==> src/verilog/vec_config.svh <==
`ifndef VEC_CONFIG_SVH
`define VEC_CONFIG_SVH

// Number of parallel lanes, a power of two
`define VEC_NR_LANES 4

// Element width in bits
`define VEC_ELEN 32

// Architectural vector registers
`define VEC_NR_VREGS 8

// Entries in the instruction queue
`define VEC_INSN_DEPTH 4

// Entries in the extract result queue
`define VEC_RES_DEPTH 2

`endif
==> src/verilog/vec_pkg.sv <==
`default_nettype none

`include "vec_config.svh"

package vec_pkg;

  ////////////////////
  // Basic types
  ////////////////////

  typedef logic [`VEC_ELEN-1:0] elem_t;
  typedef logic [$clog2(`VEC_NR_VREGS)-1:0] vreg_idx_t;
  typedef logic [$clog2(`VEC_NR_LANES)-1:0] lane_idx_t;

  // Opcode 3'd7 is reserved
  typedef enum logic [2:0] {
    VADD   = 3'd0,
    VSUB   = 3'd1,
    VAND   = 3'd2,
    VOR    = 3'd3,
    VXOR   = 3'd4,
    VSPLAT = 3'd5,
    VEXT   = 3'd6
  } vec_op_e;

  ////////////////////
  // Core port
  ////////////////////

  // Raw opcode field, may carry the reserved value
  typedef struct packed {
    logic [2:0] op;
    vreg_idx_t  vd;
    vreg_idx_t  vs1;
    vreg_idx_t  vs2;
    elem_t      scalar;
  } acc_insn_t;

  typedef struct packed {
    elem_t result;
    logic  error;
  } acc_resp_t;

  // Decoded instruction as stored in the queue and sent to the lanes
  typedef struct packed {
    vec_op_e   op;
    vreg_idx_t vd;
    vreg_idx_t vs1;
    vreg_idx_t vs2;
    elem_t     scalar;
  } vinsn_t;

endpackage

`default_nettype wire

==> src/verilog/vec_unit.sv <==
`default_nettype none

`include "vec_config.svh"

module vec_unit (
  input  wire logic               clk_i,
  input  wire logic               rst_n_i,
  input  wire logic               acc_req_i,
  input  wire vec_pkg::acc_insn_t acc_insn_i,
  output logic                    acc_ack_o,
  output vec_pkg::acc_resp_t      acc_resp_o,
  output logic                    idle_o
);

  import vec_pkg::*;

  // Dispatcher to instruction queue
  logic   disp_valid;
  logic   disp_ready;
  vinsn_t disp_insn;
  // Instruction queue to sequencer
  logic   iq_valid;
  logic   iq_ready;
  vinsn_t iq_insn;
  // Sequencer to result queue
  logic   rq_push_valid;
  logic   rq_push_ready;
  elem_t  rq_push_data;
  // Result queue to dispatcher
  logic   rq_pop_valid;
  logic   rq_pop_ready;
  elem_t  rq_pop_data;
  // Broadcast
  logic                         issue;
  vinsn_t                       lane_insn;
  elem_t  [`VEC_NR_LANES-1:0]   lane_elem;
  logic                         seq_idle;

  ////////////////////
  // Front end
  ////////////////////

  vec_dispatcher u_dispatcher (
    .clk_i        (clk_i       ),
    .rst_n_i      (rst_n_i     ),
    .acc_req_i    (acc_req_i   ),
    .acc_insn_i   (acc_insn_i  ),
    .acc_ack_o    (acc_ack_o   ),
    .acc_resp_o   (acc_resp_o  ),
    .insn_valid_o (disp_valid  ),
    .insn_ready_i (disp_ready  ),
    .insn_o       (disp_insn   ),
    .res_valid_i  (rq_pop_valid),
    .res_ready_o  (rq_pop_ready),
    .res_i        (rq_pop_data ),
    .seq_idle_i   (seq_idle    ),
    .idle_o       (idle_o      )
  );

  vec_queue #(
    .payload_t (vinsn_t        ),
    .DEPTH     (`VEC_INSN_DEPTH)
  ) u_insn_queue (
    .clk_i        (clk_i     ),
    .rst_n_i      (rst_n_i   ),
    .push_valid_i (disp_valid),
    .push_ready_o (disp_ready),
    .push_data_i  (disp_insn ),
    .pop_valid_o  (iq_valid  ),
    .pop_ready_i  (iq_ready  ),
    .pop_data_o   (iq_insn   ),
    .empty_o      (          )
  );

  vec_queue #(
    .payload_t (elem_t        ),
    .DEPTH     (`VEC_RES_DEPTH)
  ) u_res_queue (
    .clk_i        (clk_i        ),
    .rst_n_i      (rst_n_i      ),
    .push_valid_i (rq_push_valid),
    .push_ready_o (rq_push_ready),
    .push_data_i  (rq_push_data ),
    .pop_valid_o  (rq_pop_valid ),
    .pop_ready_i  (rq_pop_ready ),
    .pop_data_o   (rq_pop_data  ),
    .empty_o      (             )
  );

  ////////////////////
  // Back end
  ////////////////////

  vec_sequencer u_sequencer (
    .clk_i        (clk_i        ),
    .rst_n_i      (rst_n_i      ),
    .insn_valid_i (iq_valid     ),
    .insn_ready_o (iq_ready     ),
    .insn_i       (iq_insn      ),
    .issue_o      (issue        ),
    .lane_insn_o  (lane_insn    ),
    .lane_elem_i  (lane_elem    ),
    .res_valid_o  (rq_push_valid),
    .res_ready_i  (rq_push_ready),
    .res_o        (rq_push_data ),
    .seq_idle_o   (seq_idle     )
  );

  for (genvar i = 0; i < `VEC_NR_LANES; i++) begin : gen_lanes
    vec_lane u_lane (
      .clk_i      (clk_i       ),
      .rst_n_i    (rst_n_i     ),
      .issue_i    (issue       ),
      .insn_i     (lane_insn   ),
      .ext_elem_o (lane_elem[i])
    );
  end : gen_lanes

endmodule

`default_nettype wire

==> src/verilog/vec_lane.sv <==
`default_nettype none

`include "vec_config.svh"

module vec_lane (
  input  wire logic            clk_i,
  input  wire logic            rst_n_i,
  input  wire logic            issue_i,
  input  wire vec_pkg::vinsn_t insn_i,
  output vec_pkg::elem_t       ext_elem_o
);

  import vec_pkg::*;

  // This lane's element of every vector register
  elem_t vrf_q [`VEC_NR_VREGS];
  elem_t op_a;
  elem_t op_b;
  elem_t alu_res;

  assign op_a = vrf_q[insn_i.vs1];
  assign op_b = vrf_q[insn_i.vs2];

  // Element ALU, wraps modulo 2^ELEN
  always_comb begin
    case (insn_i.op)
      VADD:    alu_res = op_b + op_a;
      // vd = vs2 - vs1
      VSUB:    alu_res = op_b - op_a;
      VAND:    alu_res = op_b & op_a;
      VOR:     alu_res = op_b | op_a;
      VXOR:    alu_res = op_b ^ op_a;
      VSPLAT:  alu_res = insn_i.scalar;
      default: alu_res = '0;
    endcase
  end

  always_ff @(posedge clk_i or negedge rst_n_i) begin
    if (!rst_n_i) begin
      vrf_q      <= '{default: '0};
      ext_elem_o <= '0;
    end else if (issue_i) begin
      if (insn_i.op == VEXT) begin
        ext_elem_o <= op_b;
      end else begin
        vrf_q[insn_i.vd] <= alu_res;
      end
    end
  end

endmodule

`default_nettype wire

==> src/verilog/vec_sequencer.sv <==
`default_nettype none

`include "vec_config.svh"

module vec_sequencer (
  input  wire logic                                clk_i,
  input  wire logic                                rst_n_i,
  // Instruction queue pop
  input  wire logic                                insn_valid_i,
  output logic                                     insn_ready_o,
  input  wire vec_pkg::vinsn_t                     insn_i,
  // Lane broadcast
  output logic                                     issue_o,
  output vec_pkg::vinsn_t                          lane_insn_o,
  input  wire vec_pkg::elem_t [`VEC_NR_LANES-1:0] lane_elem_i,
  // Result queue push
  output logic                                     res_valid_o,
  input  wire logic                                res_ready_i,
  output vec_pkg::elem_t                           res_o,
  // Status
  output logic                                     seq_idle_o
);

  import vec_pkg::*;

  logic      ext_q;
  lane_idx_t sel_q;
  logic      is_ext;
  logic      stall;

  assign is_ext = (insn_i.op == VEXT);

  // One extract at a time, and only with room for its result
  assign stall = is_ext && (ext_q || !res_ready_i);

  ////////////////////
  // Issue
  ////////////////////

  assign issue_o      = insn_valid_i && !stall;
  assign insn_ready_o = issue_o;
  assign lane_insn_o  = insn_i;

  // Lanes hold the extracted elements from the issue edge on
  assign res_valid_o = ext_q;
  assign res_o       = lane_elem_i[sel_q];

  assign seq_idle_o = !insn_valid_i && !ext_q;

  always_ff @(posedge clk_i or negedge rst_n_i) begin
    if (!rst_n_i) begin
      ext_q <= 1'b0;
      sel_q <= '0;
    end else begin
      if (issue_o && is_ext) begin
        ext_q <= 1'b1;
        // Element index taken modulo the lane count
        sel_q <= lane_idx_t'(insn_i.scalar);
      end else if (res_valid_o && res_ready_i) begin
        ext_q <= 1'b0;
      end
    end
  end

  // A pending result holds until the result queue takes it
  assert property (@(posedge clk_i) disable iff (!rst_n_i)
    res_valid_o && !res_ready_i |=> res_valid_o && $stable(res_o));

endmodule

`default_nettype wire

==> src/verilog/vec_dispatcher.sv <==
`default_nettype none

module vec_dispatcher (
  input  wire logic               clk_i,
  input  wire logic               rst_n_i,
  // Core port
  input  wire logic               acc_req_i,
  input  wire vec_pkg::acc_insn_t acc_insn_i,
  output logic                    acc_ack_o,
  output vec_pkg::acc_resp_t      acc_resp_o,
  // Instruction queue push
  output logic                    insn_valid_o,
  input  wire logic               insn_ready_i,
  output vec_pkg::vinsn_t         insn_o,
  // Result queue pop
  input  wire logic               res_valid_i,
  output logic                    res_ready_o,
  input  wire vec_pkg::elem_t     res_i,
  // Status
  input  wire logic               seq_idle_i,
  output logic                    idle_o
);

  import vec_pkg::*;

  typedef enum logic [1:0] {
    IDLE,
    PUSH,
    WAIT_RES,
    ACK
  } state_e;

  state_e    state_q;
  acc_insn_t insn_q;
  acc_resp_t resp_q;
  logic      legal;
  logic      is_ext;

  // Anything above VEXT is reserved
  assign legal  = (insn_q.op <= 3'(VEXT));
  assign is_ext = (insn_q.op == 3'(VEXT));

  always_comb begin
    insn_o.op     = vec_op_e'(insn_q.op);
    insn_o.vd     = insn_q.vd;
    insn_o.vs1    = insn_q.vs1;
    insn_o.vs2    = insn_q.vs2;
    insn_o.scalar = insn_q.scalar;
  end

  assign insn_valid_o = (state_q == PUSH) && legal;
  assign res_ready_o  = (state_q == WAIT_RES);
  assign acc_ack_o    = (state_q == ACK);
  assign acc_resp_o   = resp_q;
  assign idle_o       = (state_q == IDLE) && seq_idle_i;

  ////////////////////
  // Core port FSM
  ////////////////////

  always_ff @(posedge clk_i or negedge rst_n_i) begin
    if (!rst_n_i) begin
      state_q <= IDLE;
      insn_q  <= '0;
      resp_q  <= '0;
    end else begin
      case (state_q)
        IDLE: begin
          if (acc_req_i) begin
            insn_q  <= acc_insn_i;
            state_q <= PUSH;
          end
        end
        PUSH: begin
          if (!legal) begin
            resp_q  <= '{result: '0, error: 1'b1};
            state_q <= ACK;
          end else if (insn_ready_i) begin
            resp_q  <= '0;
            // Extract has to wait for its element
            state_q <= is_ext ? WAIT_RES : ACK;
          end
        end
        WAIT_RES: begin
          if (res_valid_i) begin
            resp_q  <= '{result: res_i, error: 1'b0};
            state_q <= ACK;
          end
        end
        ACK: begin
          if (!acc_req_i) begin
            state_q <= IDLE;
          end
        end
        default: state_q <= IDLE;
      endcase
    end
  end

  // Core drops req only once it has seen ack
  assert property (@(posedge clk_i) disable iff (!rst_n_i)
    $fell(acc_req_i) |-> acc_ack_o);

endmodule

`default_nettype wire

==> src/verilog/vec_queue.sv <==
`default_nettype none

module vec_queue #(
  parameter type         payload_t = logic,
  parameter int unsigned DEPTH     = 2
) (
  input  wire logic     clk_i,
  input  wire logic     rst_n_i,
  // Producer side
  input  wire logic     push_valid_i,
  output logic          push_ready_o,
  input  wire payload_t push_data_i,
  // Consumer side
  output logic          pop_valid_o,
  input  wire logic     pop_ready_i,
  output payload_t      pop_data_o,
  output logic          empty_o
);

  localparam int unsigned PtrW = (DEPTH > 1) ? $clog2(DEPTH) : 1;
  localparam int unsigned CntW = $clog2(DEPTH + 1);

  payload_t        mem_q [DEPTH];
  logic [PtrW-1:0] rd_ptr_q;
  logic [PtrW-1:0] wr_ptr_q;
  logic [CntW-1:0] cnt_q;
  logic            push;
  logic            pop;

  assign push_ready_o = (cnt_q != CntW'(DEPTH));
  assign pop_valid_o  = (cnt_q != '0);
  assign empty_o      = (cnt_q == '0);
  assign pop_data_o   = mem_q[rd_ptr_q];

  assign push = push_valid_i && push_ready_o;
  assign pop  = pop_valid_o && pop_ready_i;

  // Storage
  always_ff @(posedge clk_i) begin
    if (push) begin
      mem_q[wr_ptr_q] <= push_data_i;
    end
  end

  // Pointers wrap at DEPTH, which need not be a power of two
  always_ff @(posedge clk_i or negedge rst_n_i) begin
    if (!rst_n_i) begin
      rd_ptr_q <= '0;
      wr_ptr_q <= '0;
      cnt_q    <= '0;
    end else begin
      if (push) begin
        wr_ptr_q <= (wr_ptr_q == PtrW'(DEPTH - 1)) ? '0 : wr_ptr_q + 1'b1;
      end
      if (pop) begin
        rd_ptr_q <= (rd_ptr_q == PtrW'(DEPTH - 1)) ? '0 : rd_ptr_q + 1'b1;
      end
      case ({push, pop})
        2'b10:   cnt_q <= cnt_q + CntW'(1);
        2'b01:   cnt_q <= cnt_q - CntW'(1);
        default: cnt_q <= cnt_q;
      endcase
    end
  end

  // Full or empty queue has its pointers level
  assert property (@(posedge clk_i) disable iff (!rst_n_i)
    (cnt_q == CntW'(DEPTH)) || (cnt_q == '0) |-> (wr_ptr_q == rd_ptr_q));

  // Level pointers only ever mean full or empty
  assert property (@(posedge clk_i) disable iff (!rst_n_i)
    (wr_ptr_q == rd_ptr_q) |-> (cnt_q == CntW'(DEPTH)) || (cnt_q == '0));

endmodule

`default_nettype wire

==> config.mk <==
export PLATFORM = sky130hd
export DESIGN_NAME = vec_unit
export DESIGN_NICKNAME = d
export VERILOG_FILES = /design/src/verilog/vec_pkg.sv /design/src/verilog/vec_unit.sv /design/src/verilog/vec_lane.sv /design/src/verilog/vec_sequencer.sv /design/src/verilog/vec_dispatcher.sv /design/src/verilog/vec_queue.sv
export VERILOG_INCLUDE_DIRS = /design/src /design/src/verilog
export SDC_FILE = /design/constraint.sdc
export NUM_CORES = 2
export LEC_CHECK = 0
export BUFFER_PORTS_ARGS = -buffer_cell sky130_fd_sc_hd__buf_4
export CORE_ASPECT_RATIO = 0.8
export CORE_MARGIN = 5
export CORE_UTILIZATION = 45
export CTS_BUF_LIST = sky130_fd_sc_hd__clkbuf_4 sky130_fd_sc_hd__clkbuf_8
export DETAILED_ROUTE_END_ITERATION = 10
export SYNTH_ARGS = -nofsm -noshare
export SYNTH_HDL_FRONTEND = slang
export SYNTH_SLANG_ARGS = --single-unit
export TNS_END_PERCENT = 10
==> constraint.sdc <==
create_clock -name clk_i -period 9.1 [get_ports clk_i]
set_input_delay 0 -clock clk_i [delete_from_list [all_inputs] [get_ports clk_i]]
set_output_delay 0 -clock clk_i [all_outputs]
set_load 0.1 [all_outputs]
---- Yosys cells after proc, flatten, opt, wreduce, memory -nomap -nowiden ----
Memories as Yosys holds them, arrays and structs flattened.
Cells that the tools add are included.
storage, ports and cells
  register bits after elaboration ......... 1245
  RAM bits ................................ 240
  input bits .............................. 47
  output and inout bits ................... 35
  word-level logic and storage cells ...... 202
  memories kept ........................... 2
operators by class
  $add $sub $neg .......................... 16
  order comparisons ....................... 6
  equality and inequality tests ........... 22
  muxes and demuxes ....................... 59
  bitwise operators ....................... 16
  reductions and logical operators ........ 29
memories
  memory              depth  width  read ports  clocked after Yosys merged registers in  write ports  RTL line         text
  u_insn_queue.mem_q  4      44     1           0                                        1            vec_queue.sv:23  payload_t mem_q [DEPTH];
  u_res_queue.mem_q   2      32     1           0                                        1            vec_queue.sv:23
operators with widths
  kind                                                                   number
  256-bit bitwise mux                                                    4
  32-bit binary-select mux with 3-bit select                             8
  32-bit one-hot mux with 6 select lines                                 4
  32-bit 2-to-1 mux                                                      18
  32-bit adder                                                           4
  32-bit AND                                                             4
  32-bit OR                                                              4
  32-bit subtractor                                                      4
  32-bit XOR                                                             4
  33-bit 2-to-1 mux                                                      3
  32-bit demux with 3-bit select                                         1
  33-bit one-hot mux with 2 select lines                                 1
  32-bit binary-select mux with 2-bit select                             1
  2-bit 2-to-1 mux                                                       7
  2-bit equality test, second input constant                             6
  3-bit equality test, second input constant                             4
  4-bit >= comparator, second input constant                             3
  3-bit inverter with 4-bit output                                       3
  1-bit logical AND                                                      11
  2-bit nonzero test                                                     5
  1-bit 2-to-1 mux                                                       9
  2-bit one-hot mux with 4 select lines                                  1
  2-bit by 1-bit adder with 2-bit output, second input constant          3
  2-bit by 1-bit equality test with 1-bit output, second input constant  3
  other kinds (24)                                                       33

---- Longest topological paths before layout ----
  word-level depth ........................ 9
  mapped depth ............................ 31
  mapped depth without buffers ............ 23

---- Hierarchy ----
Synthesis repeated with hierarchy kept, for this count alone.
second synthesis, totals
  cell total of the unflattened synthesis .. 8191
  area, all modules ....................... 88866.5 um^2
modules (own cells, without submodules)
  module                          instances  cells each  area an instance (um^2)
  vec_lane (gen_lanes[3].u_lane)  1          1889        18940.7
  vec_lane (gen_lanes[2].u_lane)  1          1853        18833.1
  vec_lane (gen_lanes[0].u_lane)  1          1864        18491.5
  vec_lane (gen_lanes[1].u_lane)  1          1796        18306.3
  vec_queue (u_insn_queue)        1          271         6794.0
  vec_dispatcher                  1          302         3666.0
  vec_queue (u_res_queue)         1          118         2528.7
  vec_sequencer                   1          98          1306.3

---- Worst setup path before layout ----
OpenSTA, ideal clock, no wires.
  path kind ............................... register -> register
  start ................................... register u_insn_queue.rd_ptr_q[0]
  end ..................................... register gen_lanes[1].u_lane.vrf_q[122] (netlist bit)
  arrival ................................. 6.950 ns
  required time ........................... 8.932 ns
  setup slack ............................. 1.982 ns
  cell stages (with the launch flop) ...... 29
  buffers on the path ..................... 9
  cell sequence ........................... dfrtp_1 -> buf_6 -> mux4_2 -> buf_4 -> buf_6 -> buf_4 -> buf_6 -> buf_2 -> buf_4 -> buf_1 -> mux4_2 -> mux2i_1 -> ha_1 -> and3_1 -> and3_1 -> a31oi_1 -> xnor2_1 -> ha_1 -> clkbuf_1 -> a21o_1 -> a21oi_1 -> nor2b_1 -> nor4_1 -> o221ai_1 -> a31oi_1 -> o21ai_0 -> xor2_1 -> a2111oi_0 -> o21ai_0
on the way
  longest elaborated chain between the ends .. 8
  elaborated cells on any way between the ends .. 34
  classes of those cells .................. add/sub: 2; order compare: 2; eq/ne: 6; mux: 10; bitwise: 7; reduce/logical: 6; memory: 1
ends and longest elaborated chain
  item                                                           RTL line                        text
  start, declared                                                vec_queue.sv:24                 logic [PtrW-1:0] rd_ptr_q;
  start signal, assigned                                         vec_queue.sv:56                 rd_ptr_q <= (rd_ptr_q == PtrW'(DEPTH - 1)) ? '0 : rd_ptr_q + 1'b1;
  memory 4 x 44 bit *                                            --
  3-bit inverter with 4-bit output (on tied branches)            vec_lane.sv:22, vec_lane.sv:21
  32-bit binary-select mux with 3-bit select (on tied branches)  vec_lane.sv:22, vec_lane.sv:21
  32-bit 2-to-1 mux (on tied branches) (2 in a row)              vec_lane.sv:22, vec_lane.sv:21
  32-bit subtractor, or another cell as far along                vec_lane.sv:29                  VSUB: alu_res = op_b - op_a;
  32-bit one-hot mux with 6 select lines                         vec_lane.sv:26                  case (insn_i.op)
  256-bit bitwise mux                                            vec_lane.sv:46                  vrf_q[insn_i.vd] <= alu_res;
  end signal, assigned by index                                  vec_lane.sv:46
  end, declared                                                  vec_lane.sv:16                  elem_t vrf_q [`VEC_NR_VREGS];
Every way passes the cells marked *; elsewhere a longest branch is shown, timed or not. The select of a mux whose other input is x is not followed.
A chain may end at the register's enable or synchronous reset.

---- Final worst setup path ----
  start ................................... register u_insn_queue.rd_ptr_q[0]
  end ..................................... register gen_lanes[3].u_lane.vrf_q[156] (netlist bit)
on the way
  longest elaborated chain between the ends .. 8
  elaborated cells on any way between the ends .. 34
  classes of those cells .................. add/sub: 2; order compare: 2; eq/ne: 6; mux: 10; bitwise: 7; reduce/logical: 6; memory: 1
ends and longest elaborated chain
  item                                                           RTL line
  memory 4 x 44 bit *                                            --
  3-bit inverter with 4-bit output (on tied branches)            vec_lane.sv:22, vec_lane.sv:21
  32-bit binary-select mux with 3-bit select (on tied branches)  vec_lane.sv:22, vec_lane.sv:21
  32-bit 2-to-1 mux (on tied branches) (2 in a row)              vec_lane.sv:22, vec_lane.sv:21
  32-bit subtractor, or another cell as far along                vec_lane.sv:29
  32-bit one-hot mux with 6 select lines                         vec_lane.sv:26
  256-bit bitwise mux                                            vec_lane.sv:46
  end signal, assigned by index                                  vec_lane.sv:46
  end, declared                                                  vec_lane.sv:16
Marks and branches as above.

==> impl_metrics.env <==
export IMPL_pin_count=82
export IMPL_synth_avg_cell_area_um2=10.5
export IMPL_path_cells="mux4_4 > nor2_2 > a22oi_1 > o21ai_1 > ha_1 > nor2_1 > xnor2_1 > ha_1 > nor2b_1 > o31ai_1 > a21oi_1 > or2_2 > o31ai_1 > o22ai_1 > a211o_1 > a21o_1 > a211o_1 > a31oi_1 > o21ai_0"
export IMPL_reg2regPathDepth=19
export IMPL_finalSetupTns_ps=0
export IMPL_timing_reg2reg_setup_slack_ps=710
export IMPL_rows=144
export IMPL_clock_latency_ps=1030
export IMPL_critical_path_class="reg2reg"
export IMPL_initial_core_util=0.452
export IMPL_cts_max_path_buffers=3
export IMPL_worstMarginPinSlew_ps=1380
export IMPL_slew_viol_final=0
export IMPL_ys_seq_area_frac=0.441
export IMPL_routabilityCongestion=0.978
export IMPL_die_x_um=501
export IMPL_core_um2=192000
export IMPL_cp_arrival_ps=9230
export IMPL_crit_required_ps=9950
export IMPL_fin_nets=8803
export IMPL_relSlewSlack=0.0757
export IMPL_synth_largest_area_cell="dfrtp_1"
export IMPL_synth_cell_types=98
export IMPL_first_pass_iters=6
export IMPL_dieHeight_um=403
export IMPL_clk_pin_slew_worst_paths_ps=70
export IMPL_grt_max_degree=167
export IMPL_r2r_start="u_insn_queue.rd_ptr_q[0]"
export IMPL_fin_crit_ps=8390
export IMPL_yosys_top_cells_count="nand2_1, dfrtp_1, o21ai_0"
export IMPL_synth_edf_count=240
export IMPL_yosysMostFrequentCell="nand2_1"
export IMPL_numCtsBuffers=234
export IMPL_cts_tree="done"
export IMPL_fin_crit_sh=0.922
export IMPL_port_buffers=81
export IMPL_finalWirelength_um=304000
export IMPL_min_path_type="in2async"
export IMPL_synth_seq_cells=1485
export IMPL_htree_levels=4
export IMPL_antenna_found_initial=24
export IMPL_synth_area_um2=86900
export IMPL_grt_pass1_wl_um=451000
export IMPL_crit_slowest_cell="mux4_4"
export IMPL_worstSetupStartpointType="flop"
export IMPL_grt_pass1_vias=67415
export IMPL_r2r_end="gen_lanes[3].u_lane.vrf_q[156]"
export IMPL_drive_gt1_frac=0.166
export IMPL_ant_nets=0
export IMPL_cp_top_family="compound AO/OA/AOI/OAI gates"
export IMPL_status="finished clean"
export IMPL_fmax_mhz=119
export IMPL_remaining_drc_errors=0
export IMPL_ys_top_cells_by_area="dfrtp_1, mux4_2, edfxtp_1"
export IMPL_post_cts_setup_buffers=0
export IMPL_synth_fp_nets=8723
export IMPL_postSynth_asyncResetShare=0.838
export IMPL_drv_cap=0
export IMPL_skew_ps=91.4
export IMPL_rsz0062_at_grt="false"
export IMPL_setup_viol=0
export IMPL_critPathCaptureType="flop"
export IMPL_syn_inst=8258
export IMPL_dieArea_um2=202000
export IMPL_hpwlAfterDp_um=199000
export IMPL_cts_resized=0
export IMPL_track_usage=0.297
export IMPL_syn2layout_area_growth_pct=11.9
export IMPL_grt_overflow_total=0
export IMPL_drtIter0Drc=7783
export IMPL_worstPathMaxFanout=33
export IMPL_cts_sinks=1485
export IMPL_viasPerCell=6.20
export IMPL_yosysWarnings=0
export IMPL_critPathBufInv=0
export IMPL_ys_flop_type="dfrtp_1"
export IMPL_slowest_delay_ps=1020
export IMPL_cts_root_buf="clkbuf_8"
export IMPL_avgRoutedWirePerCell_um=27.3
export IMPL_vias=68894
export IMPL_hold_viol=0
export IMPL_hold_ws_ps=243
export IMPL_cts_hold_buffers=137
export IMPL_synth_top_area_share=0.358
## flip-flops by register name (all words and copies together) (netlist names), 3 cells and up
name	cells
u_dispatcher.acc_resp_o	33
u_res_queue.mem_q	64
gen_lanes.u_lane.ext_elem_o	128
gen_lanes.u_lane.vrf_q	1024
u_insn_queue.cnt_q	3
u_dispatcher.insn_o	44
u_insn_queue.mem_q	176
## routing by layer
layer,up-vias,wire [um],track usage
met4,6,12400,0.111
met3,600,33400,0.0898
met1,34703,131000,0.428
met5,-,47,0
met2,3345,127000,0.423
li1,30240,-,-
## layout by cell type (no fill, tap or decap), types with 15 or more instances in the layout
cell type / count
nor2_1: 289
diode_2: 15
and3_1: 29
or3_1: 43
and2_1: 15
xor2_1: 40
edfxtp_1: 240
nor3_1: 47
dfrtp_1: 1241
a22oi_1: 195
dlygate4sd3_1: 136
nand3_1: 84
clkbuf_8: 298
clkinv_2: 48
mux4_2: 414
clkbuf_4: 62
mux2_2: 185
nand2b_1: 32
ha_1: 413
mux2i_1: 513
nand2_1: 1350
a211oi_1: 42
buf_4: 242
a221oi_1: 31
a21oi_1: 298
nand4_1: 28
o221ai_1: 58
xnor2_1: 176
nor2b_1: 21
a32oi_1: 17
o311ai_0: 17
inv_1: 294
o21a_1: 16
buf_12: 28
a21o_1: 58
o211ai_1: 16
o31ai_1: 21
a31oi_1: 49
o21ai_0: 1161
## worst reg2reg max path: cells and delay by family, from the launching register on
| family | cells | cell delay (ps) |
|---|---|---|
| mux | 1 | 1030 |
| fa+ha+maj | 2 | 660 |
| flops | 1 | 540 |
| simple gates | 4 | 1600 |
| xor+xnor | 1 | 160 |
| compound gates | 11 | 4230 |
## logic make-up (layout without fill, tap and decap cells)
| kind of cell | count (synthesis) | in the layout | share of synthesized area |
|---|---|---|---|
| xor gates and xnor gates | 217 | 217 | 0.0219 |
| muxes | 1123 | 1123 | 0.193 |
| other | 0 | 15 | 0 |
| DFF | 1485 | 1485 | 0.441 |
| and+or+nand+nor | 2042 | 2042 | 0.0988 |
| adders and majority gates | 418 | 418 | 0.0606 |
| AOI/OAI and AO/OA | 2112 | 2112 | 0.143 |
| buffers and inverters | 861 | 1152 | 0.0412 |
## per-stage QoR
step | setup WS [ps] | util | instances | area [um2]
2_1_floorplan | 1980 | - | 8258 | 86900
3_3_place_gp | 1160 | 0.470 | 10520 | 90300
3_5_place_dp | 1010 | 0.470 | 10520 | 90300
4_1_cts | 962 | 0.505 | 11104 | 97200
5_1_grt | 545 | 0.505 | 11109 | 97200
6_report | 714 | 0.505 | 11119 | 97300
## worst max-delay path by stage
| stage | start | end | slack [ps] | cells after the start |
|---|---|---|---|---|
| after floorplan | u_insn_queue.rd_ptr_q[0] | gen_lanes[1].u_lane.vrf_q[122] | 1980 | 28 |
| after global placement | u_insn_queue.rd_ptr_q[0] | gen_lanes[0].u_lane.vrf_q[59] | 1160 | 22 |
| after detailed placement | u_insn_queue.rd_ptr_q[1] | gen_lanes[0].u_lane.vrf_q[221] | 1010 | 19 |
| after CTS | u_insn_queue.rd_ptr_q[1] | gen_lanes[0].u_lane.vrf_q[221] | 960 | 19 |
| after global routing | u_insn_queue.rd_ptr_q[0] | gen_lanes[1].u_lane.vrf_q[62] | 550 | 22 |
| final | u_insn_queue.rd_ptr_q[0] | gen_lanes[3].u_lane.vrf_q[156] | 710 | 19 |
## cell type report
class                   count  area (um2)
inverters                 298        1120
multi-input cells        5912       45300
flip-flops and latches   1485       38400
diodes                     15        37.5
well taps                2555        3200
repair buffers            407        3770
clock inverters            87         922
clock buffers             360        4570
fillers                 17288       95200
Power is left out: the tool's default activity adds up to more than one toggle a clock period on the data nets, which glitch-free logic cannot reach.
